**config.mk**
```make
export PLATFORM = sky130hd
export DESIGN_NAME = trig_seq_core
export DESIGN_NICKNAME = d
export VERILOG_FILES = /design/src/ts_state_pkg.sv /design/src/ts_cfg_pkg.sv /design/src/trig_seq_core.sv
export SDC_FILE = /design/constraint.sdc
export NUM_CORES = 1
export LEC_CHECK = 0
export BUFFER_PORTS_ARGS = -buffer_cell sky130_fd_sc_hd__buf_2
export CORE_MARGIN = 8
export CORE_UTILIZATION = 45
export CTS_BUF_LIST = sky130_fd_sc_hd__clkbuf_4
export DETAILED_ROUTE_END_ITERATION = 12
export HOLD_SLACK_MARGIN = 0.03
export PLACE_DENSITY = 0.75
export SLEW_MARGIN = 25
export SYNTH_ARGS = -nofsm -noshare
export SYNTH_HDL_FRONTEND = slang
export SYNTH_SLANG_ARGS = --single-unit
```
**constraint.sdc**
```tcl
create_clock -name clk -period 9.8 [get_ports clk]
set_input_delay 1.96 -clock clk [delete_from_list [all_inputs] [get_ports clk]]
set_output_delay 1.96 -clock clk [all_outputs]
set_load 0.03 [all_outputs]
```
**src/ts_state_pkg.sv**
```systemverilog
// Encodings are internal to the design and may change; compare states by name only
package ts_state_pkg;

    // Per-channel trigger sequence
    typedef enum logic [3:0] {
        RST,        // Leaving reset
        IDLE,       // Waiting for an initiate
        INIT_DOWN,  // Initiated, heading into the arm loop
        INIT_UP,    // Initiated, returning after the arm count
        ARM_DOWN,   // Waiting for an arm event
        ARM_UP,     // Arm count check
        TRIG_DOWN,  // Waiting for a trigger event
        TRIG_UP,    // Trigger count check
        MEAS_START, // Requesting the device, waiting for ready
        MEAS_WAIT   // Device running, waiting for done
    } seq_state_t;

    // Shared device ownership
    typedef enum logic {
        ARB_FREE, // No owner, searching for a requester
        ARB_BUSY  // Device held by one channel until done
    } arb_state_t;

endpackage

```
**src/ts_cfg_pkg.sv**
```systemverilog
// Only mask bits 0 and 4 to 7 are decoded; counts are unsigned and a count of 0 acts as 1
package ts_cfg_pkg;

    // Control word widths
    localparam int COUNT_W = 32; // Arm and trigger counts
    localparam int SRC_W   = 32; // Arm and trigger source masks

    // Source mask bit positions, shared by the arm and trigger masks
    localparam int SRC_IMMEDIATE = 0; // Condition is always true
    localparam int SRC_EXT_RISE  = 4; // Rising edge of the synchronized external line
    localparam int SRC_EXT_FALL  = 5; // Falling edge
    localparam int SRC_EXT_HIGH  = 6; // Line currently high
    localparam int SRC_EXT_LOW   = 7; // Line currently low

    // Bits 1 to 3 and 8 upward are reserved

endpackage
```
**src/trig_seq_core.sv**
```systemverilog
// Events are only consumed in the wait states; an abort mid-measurement leaves the device running
`timescale 1ns/1ps

module trig_seq_core (
    input  logic                           clk,
    input  logic                           rst,
    input  logic                           ctrl_abort,
    input  logic                           ctrl_init_immediate,
    input  logic                           ctrl_init_continuous,
    input  logic [ts_cfg_pkg::COUNT_W-1:0] ctrl_arm_count,
    input  logic [ts_cfg_pkg::COUNT_W-1:0] ctrl_trigger_count,
    input  logic                           arm_event,
    input  logic                           trig_event,
    input  logic                           meas_ready,
    input  logic                           meas_done,
    output logic                           meas_req,
    output logic                           stat_operation_complete,
    output logic                           stat_sweeping,
    output logic                           stat_waiting_for_arm,
    output logic                           stat_waiting_for_trigger,
    output logic                           stat_measuring
);

    import ts_cfg_pkg::*;
    import ts_state_pkg::*;

    seq_state_t         state;
    seq_state_t         state_next;
    logic [COUNT_W-1:0] arm_cnt;   // Arms completed in this initiate
    logic [COUNT_W-1:0] trig_cnt;  // Triggers completed in this arm
    logic               arm_hold;  // Next state inside the arm loop
    logic               trig_hold; // Next state inside the trigger loop

    always_ff @(posedge clk) begin
        if (rst) begin
            state <= RST;
        end else begin
            state <= state_next;
        end
    end

    always_comb begin
        state_next = state;
        if (ctrl_abort) begin
            state_next = IDLE;
        end else begin
            case (state)
                RST: begin
                    state_next = IDLE;
                end
                IDLE: begin
                    if (ctrl_init_immediate || ctrl_init_continuous) begin
                        state_next = INIT_DOWN;
                    end
                end
                INIT_DOWN: begin
                    state_next = ARM_DOWN;
                end
                INIT_UP: begin
                    // Continuous mode restarts the sweep
                    state_next = ctrl_init_continuous ? ARM_DOWN : IDLE;
                end
                ARM_DOWN: begin
                    if (arm_event) begin
                        state_next = TRIG_DOWN;
                    end
                end
                ARM_UP: begin
                    state_next = (arm_cnt >= ctrl_arm_count) ? INIT_UP : ARM_DOWN;
                end
                TRIG_DOWN: begin
                    if (trig_event) begin
                        state_next = MEAS_START;
                    end
                end
                TRIG_UP: begin
                    state_next = (trig_cnt >= ctrl_trigger_count) ? ARM_UP : TRIG_DOWN;
                end
                MEAS_START: begin
                    // Ready and done together skip the wait state
                    if (meas_ready) begin
                        state_next = meas_done ? TRIG_UP : MEAS_WAIT;
                    end
                end
                MEAS_WAIT: begin
                    if (meas_done) begin
                        state_next = TRIG_UP;
                    end
                end
                default: begin
                    state_next = RST;
                end
            endcase
        end
    end

    // Loop membership of the next state
    always_comb begin
        trig_hold = (state_next == TRIG_DOWN) || (state_next == MEAS_START) ||
                    (state_next == MEAS_WAIT);
        arm_hold  = trig_hold || (state_next == ARM_DOWN) || (state_next == TRIG_UP);
    end

    // Counters bump on entry to the check state and clear once the loop is left
    always_ff @(posedge clk) begin
        if (rst) begin
            arm_cnt  <= '0;
            trig_cnt <= '0;
        end else begin
            if (state_next == ARM_UP) begin
                arm_cnt <= arm_cnt + 1'b1;
            end else if (!arm_hold) begin
                arm_cnt <= '0;
            end

            if (state_next == TRIG_UP) begin
                trig_cnt <= trig_cnt + 1'b1;
            end else if (!trig_hold) begin
                trig_cnt <= '0;
            end
        end
    end

    // Status and request follow the state being entered
    always_ff @(posedge clk) begin
        if (rst) begin
            meas_req                 <= 1'b0;
            stat_operation_complete  <= 1'b0;
            stat_sweeping            <= 1'b0;
            stat_waiting_for_arm     <= 1'b0;
            stat_waiting_for_trigger <= 1'b0;
            stat_measuring           <= 1'b0;
        end else begin
            meas_req                 <= (state_next == MEAS_START);
            stat_operation_complete  <= (state_next == IDLE);
            stat_sweeping            <= arm_hold || (state_next == ARM_UP);
            stat_waiting_for_arm     <= arm_hold && (state_next != ARM_UP);
            stat_waiting_for_trigger <= (state_next == TRIG_DOWN);
            stat_measuring           <= (state_next == MEAS_START) || (state_next == MEAS_WAIT);
        end
    end

endmodule

```
# --- Word level (Yosys, flattened, before mapping) ---
# Cells that the tools add are included.
classes:
  add_sub_neg: 2
  n_lt_le_gt_ge: 2
  n_eq_ne: 19
  mux: 15
  n_reduce_logical: 9
ops:
  columns: ["operator", "count"]
  rows:
  - ["32-bit two-way mux", 4]
  - ["32-bit by 1-bit adder with 32-bit output, second input constant", 2]
  - ["32-bit greater-or-equal comparator", 2]
  - ["4-bit one-hot mux with 10 select lines", 1]
  - ["4-bit by 3-bit equality test with 1-bit output, second input constant", 8]
  - ["4-bit two-way mux", 7]
  - ["4-bit equality test, second input constant", 4]
  - ["4-bit by 1-bit equality test with 1-bit output, second input constant", 2]
  - ["4-bit by 2-bit equality test with 1-bit output, second input constant", 2]
  - ["1-bit logical OR", 7]
  - ["3-bit two-way mux", 2]
  - ["4-bit zero test", 1]
  - ["2-bit by 1-bit != test with 1-bit output, second input constant", 2]
  - ["4-bit by 3-bit != test with 1-bit output, second input constant", 1]
  - ["2-bit two-way mux", 1]
  - ["1-bit logical AND", 1]
word_totals:
  regBits: 74
  out_inout_bits: 6

# --- Logic depth before layout (Yosys ltp) ---
depth:
  word_depth: 11
  mapped_depth: 13

# --- Least setup slack after synthesis ---
# Ideal clock, no wire load.
synth_path:
  path_type: "input port to flip-flop"
  startpoint: "input port ctrl_trigger_count[0] in the netlist's numbering"
  endpoint: "register trig_cnt[20]"
  setup_ps: 126
  arrival_ps: 4368
  slack_ps: 5306
  cell_stages: 11
  cell_sequence: "ha_1 > nand2b_1 > a2111o_1 > a31oi_1 > a311oi_2 > a2111oi_4 > a211oi_2 > buf_6 > or4_1 > nand3_1 > o31ai_2"
synth_between:
  elab_chain_cells: 8
  word_cells_on_any_way: 12
  classes_between: "order compare (1); eq/ne (5); mux (4); reduce/logical (2)"
synth_lines:
  columns: ["element", "line", "rtl"]
  rows:
  - ["start, declared", "trig_seq_core.sv:11", "input logic [ts_cfg_pkg::COUNT_W-1:0] ctrl_trigger_count,"]
  - ["32-bit greater-or-equal comparator (*)", "trig_seq_core.sv:77", "state_next = (trig_cnt >= ctrl_trigger_count) ? ARM_UP : TRIG_DOWN;"]
  - ["2-bit two-way mux (*)", "trig_seq_core.sv:77", null]
  - ["4-bit one-hot mux with 10 select lines (*)", "trig_seq_core.sv:47", "case (state)"]
  - ["4-bit two-way mux (*)", "trig_seq_core.sv:44", "if (ctrl_abort) begin"]
  - ["4-bit by 3-bit equality test with 1-bit output / 4-bit equality test (equally long branches)", "trig_seq_core.sv:99", "trig_hold = (state_next == TRIG_DOWN) || (state_next == MEAS_START) ||"]
  - ["1-bit logical OR (2 in series)", "trig_seq_core.sv:99", null]
  - ["2-bit by 1-bit != test with 1-bit output (no line)", null, null]
  - ["end signal, assigned", "trig_seq_core.sv:117", "trig_cnt <= trig_cnt + 1'b1;"]
  - ["end, declared", "trig_seq_core.sv:30", "logic [COUNT_W-1:0] trig_cnt;"]
# Every way passes the cells marked *; elsewhere a longest branch is shown, timed or not.
# A chain may end at the register's enable or synchronous reset.

# --- Worst setup path after layout ---
layout_path:
  startpoint: "input port ctrl_trigger_count[31] in the netlist's numbering"
  endpoint: "register arm_cnt[31]"
layout_between:
  elab_chain_cells: 10
  word_cells_on_any_way: 16
  classes_between: "order compare (1); eq/ne (7); mux (4); reduce/logical (4)"
layout_lines:
  columns: ["element", "line", "rtl"]
  rows:
  - ["32-bit greater-or-equal comparator (*)", "trig_seq_core.sv:77", null]
  - ["2-bit two-way mux (*)", "trig_seq_core.sv:77", null]
  - ["4-bit one-hot mux with 10 select lines (*)", "trig_seq_core.sv:47", null]
  - ["4-bit two-way mux (*)", "trig_seq_core.sv:44", null]
  - ["4-bit by 3-bit equality test with 1-bit output / 4-bit equality test (equally long branches)", "trig_seq_core.sv:99", null]
  - ["1-bit logical OR (2 in series)", "trig_seq_core.sv:99", null]
  - ["1-bit logical OR (2 in series)", "trig_seq_core.sv:101", "arm_hold = trig_hold || (state_next == ARM_DOWN) || (state_next == TRIG_UP);"]
  - ["2-bit by 1-bit != test with 1-bit output (no line)", null, null]
  - ["end signal, assigned", "trig_seq_core.sv:111", "arm_cnt <= arm_cnt + 1'b1;"]
  - ["end, declared", "trig_seq_core.sv:29", "logic [COUNT_W-1:0] arm_cnt;"]
# Marked as above.

==> results.md <==
* Status: finished, final reports clean
* Post-Route Setup TNS at 0 ns
* Crit-path slowest cell: nand4_1
* Final Max Slew Viols at 0
* Cell taking the most area after synthesis: dfxtp_1
* Largest net degree at the start of global routing at 66
* Number of synthesis warnings at 0
* FF-to-FF setup slack at 5.57 ns
* Post-synth EDFFs at 0
* Post-synthesis mux area share at 1.29%
* Root Buffer: clkbuf_4
* Hold Crit Depth at 1
* Count leader, synth: inv_1
* Total grt overflow at 0
* Met1 WL at 5.84 mm
* Avg Cell Area, Syn at 7.98 um^2
* Post_cts resized at 0
* Share of layout cells above drive strength 1 at 15.7%
* Via density at 5.70
* TritonRoute pass-1 iters at 5
* Postcts setup bufs at 0
* # Max-Cap Violations at 0
* Final net count at 887
* Worst Clk Skew at 0.00485 ns
* HPWL after DPL at 9.74 mm
* Met3 wire length at 658 um
* Crit path capture type: flip-flop
* Simple-Gate Fraction of Synth Area at 25.4%
* Arr. time, crit path at 5.80 ns
* Port-buffer cells at 78
* Top cells by area, synth: dfxtp_1 27%, ha_1 15%, inv_1 5.5%, a21oi_1 5.2%, nand4_1 3.6%
* Final setup fails at 0
* Critical Path RT at 10.15 ns
* Final hold violation count at 0
* Die Y at 126 um
* Final Wtd Congestion at 0.837
* Clk pin slew, worst setup/hold paths at 0.12 ns
* RSZ-0062 raised after global routing: no
* Register area at 0.00148 mm^2
* Asr flop ratio synth at 0%
* Fmax achieved at 0.183 GHz
* Synth-to-Final Area Change at 12.0%
* Routed wire per std cell at 14.3 um
* Min-delay src: arm_cnt[8]
* Fin crit period at 5.45 ns
* Die W at 126 um
* Crit Path Class: input pin to flip-flop
* Cell count after synthesis at 681
* Fin crit share at 55.6%
* Final Instance Area at 0.00609 mm^2
* Drt first-iter violations at 326
* Vias in the first global route at 4,777
* RR Endpoint: arm_cnt[31]
* Post-synthesis compound-gate area fraction at 23.0%
* Core ar. at 0.0119 mm^2
* Routed wl met2 at 6.13 mm
* Adder-cell share of the synthesized area at 15.2%
* Worst r2r path cells at 10
* Total power per unit cell area at 99.4 mW/mm^2
* Slew HR at 42.2%
* Mapped Area at 0.00544 mm^2
* CTS Sinks at 74
* Htree depth at 3
* Crit path launch type: input pin
* Inserted Diodes at 0
* Max stage delay on crit path at 0.84 ns
* Area of the multi-input gates at 0.00354 mm^2
* Largest family of logic cells by synthesized area: simple AND/OR/NAND/NOR gates
* Post-synth top cells: 79 x inv_1, 74 x dfxtp_1, 66 x ha_1
* Leakage at 0.00275 uW
* Hold EP: arm_cnt[8]
* Worst Hold Class: flip-flop to flip-flop
* First-pass GRT wire length at 21.7 mm
* Clock Latency Late Sink at 0.43 ns
* CTS buffer count at 9
* Crit path max fanout at 22
* Worst path cell trace: buf_2 > inv_1 > ha_1 > nand4_1 > nor4_2 > inv_1 > a311oi_2 > a2111oi_4 > a211oi_2 > nand4_1 > or3_1 > o31ai_1
* Synth Flop Type: dfxtp_1
* Initial antenna violation count at 0
* Worst-case vdd ir drop at 76.3 uV
* Cts hold-fix bufs at 0
* Synth Register Bits at 74
* Yosys cell types at 64
* Site Rows at 40
* I/O pin count at 79
* Sequential share of the synthesized area at 27.3%
* Post-Syn Nets at 820
* Synth Area in XOR/XNOR at 0.322%
* Area post-placement at 0.00590 mm^2
* RR Startpoint: arm_cnt[11]
* Worst Max-Slew Pin Slew at 0.866 ns
* Vias post-DR at 5,126
* Overall Global Routing Usage at 16.1%
* CTS tree: done
* Initial Util at 45.6%
* # DRC at 0
* DRT Wirelength at 12.8 mm
* Longest Clk Path Bufs at 2
* Post-synth top area share at 27.3%
* Full die area at 0.0159 mm^2
* Max Used Layer: met4
* Fillers at 1,172
* DRT antenna net count at 0
==> sequential cells by signal (all words and copies together) (netlist names) <==
register,count
trig_cnt,32
stat_waiting_for_trigger,1
stat_sweeping,1
state,4
arm_cnt,32
stat_waiting_for_arm,1
stat_measuring,1
stat_operation_complete,1
meas_req,1
==> final cells by class <==
cell class / count / share of cell area, %
inverters: 79 / 4.87
well taps: 147 / 3.02
clock buffers: 9 / 1.11
clock inverters: 7 / 1.93
flip-flops and latches: 74 / 24.3
repair buffers: 79 / 6.53
multi-input cells: 505 / 58.2
==> through the flow <==
step | power, uW | cells | hold slack (ns) | worst slack (ns) | utilization, %
floorplan | 347 | 681 | 0.438 | 5.31 | -
detailed placement | 370 | 884 | 0.473 | 3.94 | 49.6
global route | 632 | 900 | 0.523 | 3.92 | 51.1
CTS | 611 | 900 | 0.493 | 4.37 | 51.1
finish | 605 | 900 | 0.494 | 4.35 | 51.1
global placement | 369 | 884 | 0.469 | 3.98 | 49.6
==> cells in the final DEF (no fill, tap or decap), types with 7 or more instances in the layout <==
master,instances
inv_1,79
buf_2,78
dfxtp_1,74
ha_1,66
a21oi_1,56
nand2_1,47
nand4_1,31
nand3_1,30
nor2_1,26
or3_1,25
o211ai_1,24
o21ai_0,22
a21o_1,18
and3_1,14
nor3_1,13
o22ai_1,13
nor3b_1,9
nor4_1,9
clkbuf_4,9
or2_2,8
a211oi_1,8
nand2b_1,7
or4_1,7
mux2i_1,7
==> kinds of logic (layout without fill, tap and decap cells) <==
group                      count (synthesis)  in the layout
buffers and inverters                    102            174
adders and majority gates                 66             66
xor gates and xnor gates                   2              2
DFF                                       74             74
and+or+nand+nor                          248            248
muxes                                      7              7
AOI/OAI and AO/OA                        182            182
==> how the worst max path moves through the flow <==
stage / start / end / slack (ns)
2_1_floorplan: ctrl_trigger_count[0] / trig_cnt[20] / 5.31
3_3_place_gp: ctrl_trigger_count[31] / arm_cnt[28] / 3.98
3_5_place_dp: ctrl_trigger_count[31] / arm_cnt[31] / 3.94
4_1_cts: ctrl_trigger_count[31] / arm_cnt[31] / 4.37
5_1_grt: ctrl_trigger_count[31] / arm_cnt[28] / 3.92
6_report: ctrl_trigger_count[31] / arm_cnt[31] / 4.35
==> where the power goes <==
group          internal [uW]  leakage [uW]  switching (uW)
Sequential               302      0.000597            1.71
Clock                    128     0.0000882             114
Combinational           25.0       0.00207            34.5
==> routing by layer <==
metal / GRT usage (%) / up-vias
met3: 4.01 / 18
met1: 19.9 / 2311
met2: 27.2 / 126
met5: 0 / -
met4: 4.53 / 0
li1: - / 2671
==> worst max-delay path, delay by kind of cell <==
kind,cells,cell delay [ns]
buf+inv,3,0.19
simple gates,4,1.94
compound gates,4,1.36
fa+ha+maj,1,0.34
Note: power is estimated with default switching activity, not from simulation.
