<file path="config.mk">
export PLATFORM = sky130hd
export DESIGN_NAME = ext_trg
export DESIGN_NICKNAME = d
export VERILOG_FILES = /design/src/ext_trg.sv
export SDC_FILE = /design/constraint.sdc
export NUM_CORES = 1
export LEC_CHECK = 0
export BUFFER_PORTS_ARGS = -buffer_cell sky130_fd_sc_hd__buf_2
export CAP_MARGIN = 20
export CORE_AREA = 2 2 39 41
export CTS_BUF_LIST = sky130_fd_sc_hd__clkbuf_2
export CTS_CLUSTER_DIAMETER = 60
export DETAILED_ROUTE_END_ITERATION = 10
export DIE_AREA = 0 0 41 43
export SKIP_CTS_REPAIR_TIMING = 1
export SKIP_LAST_GASP = 1
export SLEW_MARGIN = 10
export SYNTH_ARGS = -nofsm -noshare
export SYNTH_HDL_FRONTEND = slang
export SYNTH_SLANG_ARGS = --single-unit
</file>
<file path="constraint.sdc">
create_clock -name clk -period 1.05 [get_ports clk]
set_input_delay 0.105 -clock clk [delete_from_list [all_inputs] [get_ports clk]]
set_output_delay 0.105 -clock clk [all_outputs]
set_load 0.01 [all_outputs]
</file>
<file path="src/ext_trg.sv">
// ext_trigger is asynchronous; pulses shorter than about two clk periods may be missed
`timescale 1ns/1ps

module ext_trg #(
    parameter int SYNC_STAGES = 2
) (
    input  logic clk,
    input  logic rst,
    input  logic ext_trigger,
    output logic ext_level,
    output logic ext_rise,
    output logic ext_fall
);

    logic [SYNC_STAGES-1:0] sync_ff; // Stage 0 samples the raw line
    logic                   level_d; // Previous synchronized level

    // Plain flip-flop synchronizer chain
    always_ff @(posedge clk) begin
        if (rst) begin
            sync_ff <= '0;
        end else begin
            sync_ff[0] <= ext_trigger;
            for (int s = 1; s < SYNC_STAGES; s++) begin
                sync_ff[s] <= sync_ff[s-1];
            end
        end
    end

    assign ext_level = sync_ff[SYNC_STAGES-1];

    // Edge pulses, one cycle after the level changes
    always_ff @(posedge clk) begin
        if (rst) begin
            level_d  <= 1'b0;
            ext_rise <= 1'b0;
            ext_fall <= 1'b0;
        end else begin
            level_d  <= ext_level;
            ext_rise <= ext_level && !level_d;
            ext_fall <= !ext_level && level_d;
        end
    end

endmodule

</file>
# --- Yosys cells after proc, flatten, opt, wreduce, memory -nomap -nowiden ---
# Cells that the tools add are included.
op_classes:
  reduce_logical: 4
op_table:
  columns: ["cell", "count"]
  rows:
  - ["$logic_and 1x1->1", 2]
  - ["$logic_not 1->1", 2]
totals:
  out_inout_bits: 3
  in_bits: 3
  reg_bits: 5

# --- Depth between registers and ports, before layout ---
# Gate-level depths: netlist of the first run.
depth:
  word_depth: 2
  ltp_mapped: 1
  mapped_depth_nobuf: 1

# --- Worst setup path after synthesis of the first run ---
# Ideal clock, no wire load.
synth_path:
  kind: "reg2reg"
  from: "reg sync_ff[1]"
  to: "reg ext_rise"
  arrival_time_ns: 0.538
  required_ns: 0.970
  stages_incl_launch_ff: 2
  setup_ns: 0.080
  slack_ns: 0.432
  cell_sequence: "dfxtp_1 nor3b_1"
synth_via:
  elab_chain_len: 1
synth_lines:
  columns: ["item", "line", "rtl"]
  rows:
  - ["from (decl)", "15", "logic [SYNC_STAGES-1:0] sync_ff;"]
  - ["from (signal, indexed assignment)", "25", "sync_ff[s] <= sync_ff[s-1];"]
  - ["$logic_and 1x1->1", "40", "ext_rise <= ext_level && !level_d;"]
  - ["to (signal assigned)", "40", null]
  - ["to (decl)", "11", "output logic ext_rise,"]
# Every way passes these cells.
# A chain may end at the register's enable or synchronous reset.

# --- Worst setup path in the final report of the first run ---
layout_path:
  from: "reg sync_ff[1]"
  to: "out ext_level"
layout_rtl:
  columns: ["item", "line", "rtl"]
  rows:
  - ["to (decl)", "10", "output logic ext_level,"]
# No word-level cell between the ends.

==> results of run 1 <==
[cell usage in the layout, fill, tap and decap left out]
cell      instances
buf_2             5
clkbuf_2          4
dfxtp_1           5
nor2b_1           3
nor3b_1           2
[worst min path at each step]
| stage | startpoint | endpoint | slack, ns | cells after the start |
|---|---|---|---|---|
| CTS | ext_trigger | sync_ff[0]$_SDFF_PP0_ | 0.09 | 2 |
| global route | rst | level_d$_SDFF_PP0_ | 0.09 | 2 |
| finish | ext_trigger | sync_ff[0]$_SDFF_PP0_ | 0.10 | 2 |
| global placement | ext_trigger | sync_ff[0]$_SDFF_PP0_ | 0.31 | 2 |
| floorplan | rst | level_d$_SDFF_PP0_ | 0.18 | 1 |
| detailed placement | ext_trigger | sync_ff[0]$_SDFF_PP0_ | 0.32 | 2 |
[final cells by class]
type,instances,area (um^2),area share
clock buffers,4,20.0,0.101
multi-input cells,5,33.8,0.170
flip-flops and latches,5,100,0.503
well taps,16,20.0,0.101
repair buffers,5,25.0,0.126
[logic make-up after synthesis]
logic type and after synthesis:
AND/OR/NAND/NOR 5, flip-flops 5
[power groups by stage]
stage | Sequential (uW) | Clock (uW) | Combinational [uW]
floorplan | 204 | 0 | 4.35
global placement | 202 | 0 | 14.7
detailed placement | 203 | 0 | 15.0
CTS | 199 | 184 | 15.0
global route | 199 | 208 | 17.0
finish | 199 | 172 | 14.8
[registers in the layout, summed over array words and instances (netlist names)]
| register | flops |
|---|---|
| level_d | 1 |
| ext_rise | 1 |
| ext_fall | 1 |
| sync_ff | 2 |
[per-stage QoR]
step                instance area, um^2  power, uW  setup slack (ns)  instances  hold WS [ns]
floorplan                           134        208             0.432         10         0.177
global placement                    179        217             0.470         31         0.315
detailed placement                  179        218             0.440         31         0.322
CTS                                 199        398             0.198         35        0.0889
global route                        199        424             0.146         35        0.0942
finish                              199        386             0.220         35         0.104
[layer usage]
layer  share of wire  GRT usage  up-vias
li1                -          -       49
met5               0          0        -
met1            0.46     0.0324       41
met3            0.27     0.0942        0
met2            0.27     0.0281       10
met4               0     0.0200        0
==> results.yml, run 1 <==
setup_path:
  reg2reg_depth: 1
  r2r-start: "sync_ff[1]$_SDFF_PP0_"
  timing.critical_path.to: "ext_level"
  cpLargestDelayFamily: "flip-flops"
  worst-path-max-fanout: 4
  timing.critical_path.slowest_stage_cell: "dfxtp_1"
  cpPeakStageDelay_ns: 0.37
  timing.critical_path.depth: 1
  worstSetupEndpointType: "output port"
  regToRegSetupSlack_ns: 0.43
  startpoint_type: "register"
  startpoint: "sync_ff[1]$_SDFF_PP0_"
  critical_path.reg2reg.endpoint: "ext_rise$_SDFF_PP0_"
  worst_ep_required_time_ns: 0.94
  critPathArrivalTime_ns: 0.72
  timing.critical_path.buf_inv: 1
  ordered_cell_list_for_the_critical_path: "buf_2"
  worstSetupPathType: "register to output port"
clock_tree:
  clk_transition_reported_paths_ns: 0.05
  cts-htree-levels: 1
  cts_buffer_depth: 2
  tritoncts: "yes"
  cts.sinks: 5
  worstSkewPairLatency_ns: 0.21
  cts-root-buf: "clkbuf_2"
  tritoncts.num_buffers: 3
yosys:
  synth.area.mux_share: 0
  postSynthCellCount: 10
  netlist_top_cells_area: "dfxtp_1 (75%), nor2b_1 (14%), nor3b_1 (11%)"
  synth.most_common_cell: "dfxtp_1"
  synth.distinct_cells: 3
  synth_edf_count: 0
  top_reg_cell_synth: "dfxtp_1"
  postSynthNetCount: 13
  synth_top_cells_by_count: "dfxtp_1 (5), nor2b_1 (3), nor3b_1 (2)"
  synth.avg_cell_area_um2: 13.4
  post_synth_simple_gate_area: 0.252
  dominant_combinational_cell_family_by_area_after_synthesis: "simple AND/OR/NAND/NOR gates"
  yosys_warnings: 0
  synthDominantCellAreaShare: 0.748
  syn-cell-area_um2: 134
  synth_sequential_area_ratio: 0.748
  synthAdderAreaFrac: 0
  synth_register_bits: 5
  synth_largest_area_cell: "dfxtp_1"
  postSynth.asyncResetShare: 0
  synth-xor-area-share: 0
  compound_gate_portion_of_the_synthesized_area: 0
grt:
  pin_count_of_the_biggest_net_entering_global_routing: 6
  grt_first_pass_wirelength_um: 331
  overflow: 0
  vias_in_the_first_global_route: 83
  grt_util_all_layers: 0.0402
  antenna_found_initial: 0
power_and_ir_drop:
  power_frac_clock: 0.447
  p_int_uw: 305
  leakagePower_uw: 0.0000910
  power.density_nw_per_um2: 1940
  power_frac_seq: 0.515
  power.switching_fraction: 0.209
  maximum_resistive_drop_on_vdd_mv: 0.530
  total_switching_power_uw: 80.8
  comb_power_share: 0.038
die:
  die_area_um2: 1760
  rows: 14
  die_x_um: 41
  core_area_um2: 1380
  die-height_um: 43
  pin_count: 6
  initial_core_util: 0.0967
finish:
  layout-drive-gt1-share: 0.474
  num-nets-final: 23
  area_grow_syn2layout_pct: 48.6
  antenna_cells: 0
  fin_util: 0.144
  fillers: 151
timing:
  rsz_0062_raised_after_global_routing: "no"
  finalWorstPathRequiredPeriod_ns: 0.830
  max_slew_margin: 0.903
  final-hold-violation-count: 0
  timing.final.max_slew_violations: 0
  timing.final.setup_violations: 0
  finalClockSkew_ns: 0.00209
  worst-slew-pin-transition_ns: 0.145
  final.period_utilization: 0.790
  fin_tns_setup_ns: 0
  fmaxAchievable_mhz: 1210
detailed_routing:
  detail_route.iter0.violations: 0
  detail_route.drc_violations: 0
  routed_via_density: 2.86
  drt_pass1_iterations: 1
  drt.antenna.violating_nets: 0
  detail_route.wl_per_cell_um: 6.00
  wirelength_um: 210
  vias: 100
worst_hold_path:
  timing.hold.worst.class: "input port to register"
placed_design:
  buffer_ports.inserted: 5
  gp_congestion: 0.508
run_status:
  outcome: "completed"
run:
  drv_cap: 0
No activity file was read; power rests on OpenSTA's default activity.
==> inputs of run 2 (changes only) <==
clock period = 0.8 ns   (was 1.05 ns; I/O delays follow)
==> run 2 against run 1 <==
Against the previous run: critical path type unchanged; highest routed layer unchanged; sequential share of layout area fell by 1.2 points; combinational power grew 45%; clock skew about the same.
==> results.yml, run 2 (synthesis results as in run 1) <==
timing:
  final-hold-violation-count: 0
  timing.final.setup_violations: 0
  final.period_utilization: 0.935
  timing.final.max_slew_violations: 0
  fmaxAchievable_mhz: 1340
  rsz_0062_raised_after_global_routing: "yes"
  max_slew_margin: 0.903
  fin_tns_setup_ns: 0
  finalClockSkew_ns: 0.00227
  worst-slew-pin-transition_ns: 0.145
  finalWorstPathRequiredPeriod_ns: 0.748
  post-route-worst-setup-slack_ns: 0.0522
finish:
  largest_register_ffs: 2
  final_cell_mix: "clkbuf_2 (4), dfxtp_1 (4), buf_2 (4), nor2b_1 (3), nor3b_1 (2)"
  top_register: "sync_ff"
  final_cell_area_um2: 206
  num-nets-final: 23
  layout-drive-gt1-share: 0.526
  antenna_cells: 0
  area_grow_syn2layout_pct: 54.2
detailed_routing:
  detail_route.drc_violations: 0
  wl_met1_um: 96
  wirelength_um: 208
  vias: 102
  highest_layer: "met3"
  detail_route.iter0.violations: 0
  detailroute.wirelength.met2_um: 57
  detail_route.wl_per_cell_um: 5.94
  met3_wirelength_um: 55
  routed_via_density: 2.91
  drt.antenna.violating_nets: 0
  drt_pass1_iterations: 1
die:
  die_area_um2: 1760
  die-height_um: 43
  die_x_um: 41
  pin_count: 6
  core_area_um2: 1380
  rows: 14
  initial_core_util: 0.0967
power_and_ir_drop:
  total_power_uw: 509
  power.density_nw_per_um2: 2470
  leakagePower_uw: 0.0000923
  maximum_resistive_drop_on_vdd_mv: 0.699
setup_path:
  critical_path.reg2reg.endpoint: "ext_rise$_SDFF_PP0_"
  worstSetupPathType: "register to output port"
  worst-path-max-fanout: 4
  cpLargestDelayFamily: "flip-flops"
  startpoint_type: "register"
  timing.critical_path.slowest_stage_cell: "dfxtp_2"
  worstSetupEndpointType: "output port"
  critPathArrivalTime_ns: 0.67
  cpPeakStageDelay_ns: 0.35
  regToRegSetupSlack_ns: 0.20
  timing.critical_path.buf_inv: 1
  ordered_cell_list_for_the_critical_path: "buf_6"
  r2r-start: "sync_ff[1]$_SDFF_PP0_"
  reg2reg_depth: 1
  worst_ep_required_time_ns: 0.72
clock_tree:
  cts.sinks: 5
  cts-htree-levels: 1
  clk_transition_reported_paths_ns: 0.05
  cts-root-buf: "clkbuf_2"
  cts_buffer_depth: 2
  worstSkewPairLatency_ns: 0.21
  tritoncts.num_buffers: 3
  tritoncts: "yes"
grt:
  vias_in_the_first_global_route: 83
  overflow: 0
  grt_util_all_layers: 0.0402
  grt_first_pass_wirelength_um: 331
  pin_count_of_the_biggest_net_entering_global_routing: 6
  antenna_found_initial: 0
worst_hold_path:
  min_path_cells: 2
  hold_path_startpoint: "ext_trigger"
  timing.hold.worst.class: "input port to register"
  whs_endpoint: "sync_ff[0]$_SDFF_PP0_"
run:
  drv_cap: 0
placed_design:
  placed_cell_area_um2: 179
  gp_congestion: 0.508
  buffer_ports.inserted: 5
  post-place-ws_ns: 0.190
run_status:
  outcome: "completed"
-- run 2: cell counts in the layout (fill, tap and decap cells not counted) --
Identical to the previous run, type by type.
-- run 2: per-layer routing --
metal | global-route usage | up-vias
li1 | - | 49
met1 | 0.0324 | 43
met2 | 0.0281 | 10
met3 | 0.0942 | 0
met4 | 0.0200 | 0
met5 | 0 | -
-- run 2: per-stage QoR --
step	instances	hold slack [ns]	utilization
after CTS	35	0.0639	0.144
after global routing	35	0.0680	0.149
after detailed placement	31	0.297	0.129
final	35	0.0795	0.149
after floorplan	10	0.152	-
after global placement	31	0.290	0.129
-- run 2: worst max path at each step --
stage	from	end	slack, ns	depth (start not counted)
after floorplan	sync_ff[1]$_SDFF_PP0_	ext_rise$_SDFF_PP0_	0.18	1
after detailed placement	sync_ff[1]$_SDFF_PP0_	ext_rise$_SDFF_PP0_	0.19	1
after global routing	sync_ff[1]$_SDFF_PP0_	ext_level	-0.01	1
after CTS	sync_ff[1]$_SDFF_PP0_	ext_level	-0.03	1
after global placement	sync_ff[1]$_SDFF_PP0_	ext_rise$_SDFF_PP0_	0.22	1
final	sync_ff[1]$_SDFF_PP0_	ext_level	0.05	1
-- run 2: cell type report --
class / instances / area (um^2)
clock buffers: 4 / 20.0
fillers: 153 / 1180
multi-input cells: 5 / 33.8
flip-flops and latches: 5 / 101
well taps: 16 / 20.0
repair buffers: 5 / 31.3
-- run 2: power by group --
group | internal, uW | switching (uW)
registers | 258 | 3.67
logic | 12.8 | 8.68
clock network | 132 | 93.9
total | 403 | 106
==> inputs of run 3 (changes only) <==
CAP_MARGIN = 0   (was 20)
PLACE_DENSITY = 0.3   (was unset)
==> run 3 against run 2 <==
Against the previous run: flip-flop and latch count unchanged; sequential power barely moved; global-route usage grew 0.30 points; register-to-register slack better by 0.02 ns; power increased by 0.78%.
==> results.yml, run 3 (synthesis results as in run 1) <==
placed_design:
  placed_cell_area_um2: 179
  buffer_ports.inserted: 5
  gp_congestion: 0.476
setup_path:
  cpLargestDelayFamily: "flip-flops"
  r2r-start: "sync_ff[1]$_SDFF_PP0_"
  startpoint_type: "register"
  ordered_cell_list_for_the_critical_path: "buf_6"
  worstSetupPathType: "register to output port"
  timing.critical_path.slowest_stage_cell: "dfxtp_2"
  timing.critical_path.to: "ext_level"
  worstSetupEndpointType: "output port"
  timing.critical_path.buf_inv: 1
  worst_ep_required_time_ns: 0.72
  regToRegSetupSlack_ns: 0.22
  worst-path-max-fanout: 4
  startpoint: "sync_ff[1]$_SDFF_PP0_"
  cpPeakStageDelay_ns: 0.35
  critPathArrivalTime_ns: 0.66
  timing.critical_path.depth: 1
  critical_path.reg2reg.endpoint: "ext_fall$_SDFF_PP0_"
  reg2reg_depth: 1
detailed_routing:
  detail_route.drc_violations: 0
  drt_pass1_iterations: 2
  detail_route.wl_per_cell_um: 5.89
  wirelength_um: 206
  drt.antenna.violating_nets: 0
  detail_route.iter0.violations: 3
  vias: 95
  routed_via_density: 2.71
timing:
  timing.final.max_slew_violations: 0
  finalWorstPathRequiredPeriod_ns: 0.736
  worst-slew-pin-transition_ns: 0.146
  max_slew_margin: 0.903
  finalClockSkew_ns: 0.00157
  final-hold-violation-count: 0
  final.period_utilization: 0.920
  rsz_0062_raised_after_global_routing: "yes"
  timing.final.setup_violations: 0
  fmaxAchievable_mhz: 1360
worst_hold_path:
  timing.hold.worst.class: "input port to register"
die:
  die-height_um: 43
  core_area_um2: 1380
  rows: 14
  initial_core_util: 0.0967
  die_area_um2: 1760
  pin_count: 6
  die_x_um: 41
finish:
  area_grow_syn2layout_pct: 54.2
  fin_util: 0.149
  final_cell_area_um2: 206
  top_register: "sync_ff"
  layout-drive-gt1-share: 0.526
  largest_register_ffs: 2
  num-nets-final: 23
  antenna_cells: 0
  final_cell_mix: "clkbuf_2 (4), dfxtp_1 (4), buf_2 (4), nor2b_1 (3), nor3b_1 (2)"
clock_tree:
  tritoncts: "yes"
  clk_transition_reported_paths_ns: 0.05
  cts_buffer_depth: 2
  cts.sinks: 5
  cts-root-buf: "clkbuf_2"
  worstSkewPairLatency_ns: 0.21
  tritoncts.num_buffers: 3
  cts-htree-levels: 1
grt:
  grt_first_pass_wirelength_um: 365
  pin_count_of_the_biggest_net_entering_global_routing: 6
  vias_in_the_first_global_route: 102
  antenna_found_initial: 0
  grt_util_all_layers: 0.0433
  overflow: 0
power_and_ir_drop:
  power.density_nw_per_um2: 2490
  leakagePower_uw: 0.0000923
  maximum_resistive_drop_on_vdd_mv: 0.809
  total_power_uw: 513
run:
  drv_cap: 0
run_status:
  outcome: "completed"
## run 3: cell counts in the layout (fill, tap and decap cells not counted)
No cell type changed its count.
## run 3: routing by layer
metal | vias to the layer above | wire (um) | global-route usage
li1 | 50 | - | -
met4 | 0 | 0 | 0.0200
met5 | - | 0 | 0
met3 | 0 | 53 | 0.0942
met2 | 9 | 65 | 0.0375
met1 | 36 | 87 | 0.0324
## run 3: worst min path at each step
stage / end / from / cells past startpoint / slack [ns]
after floorplan: level_d$_SDFF_PP0_ / rst / 1 / 0.15
after global placement: sync_ff[0]$_SDFF_PP0_ / ext_trigger / 2 / 0.30
after detailed placement: sync_ff[0]$_SDFF_PP0_ / ext_trigger / 2 / 0.30
after CTS: sync_ff[0]$_SDFF_PP0_ / ext_trigger / 2 / 0.06
after global routing: sync_ff[0]$_SDFF_PP0_ / ext_trigger / 2 / 0.05
final: sync_ff[0]$_SDFF_PP0_ / ext_trigger / 2 / 0.08
## run 3: cell type report
class | instances | area, um^2
Clock buffer | 4 | 20.0
Timing Repair Buffer | 5 | 31.3
Sequential cell | 5 | 101
Multi-Input combinational cell | 5 | 33.8
Fill cell | 151 | 1180
Tap cell | 16 | 20.0
## run 3: power breakdown
group          internal, uW  switching [uW]
Clock                   132            98.6
Sequential              258            3.26
Combinational          12.9            8.48
## run 3: through the flow
| step | hold WS [ns] | worst slack [ns] | setup TNS (ns) | cells |
|---|---|---|---|---|
| 2_1_floorplan | 0.152 | 0.182 | 0 | 10 |
| 3_3_place_gp | 0.295 | 0.224 | 0 | 31 |
| 3_5_place_dp | 0.298 | 0.218 | 0 | 31 |
| 4_1_cts | 0.0612 | 0.000430 | 0 | 35 |
| 5_1_grt | 0.0502 | -0.00119 | -0.00119 | 35 |
| 6_report | 0.0760 | 0.0640 | 0 | 35 |
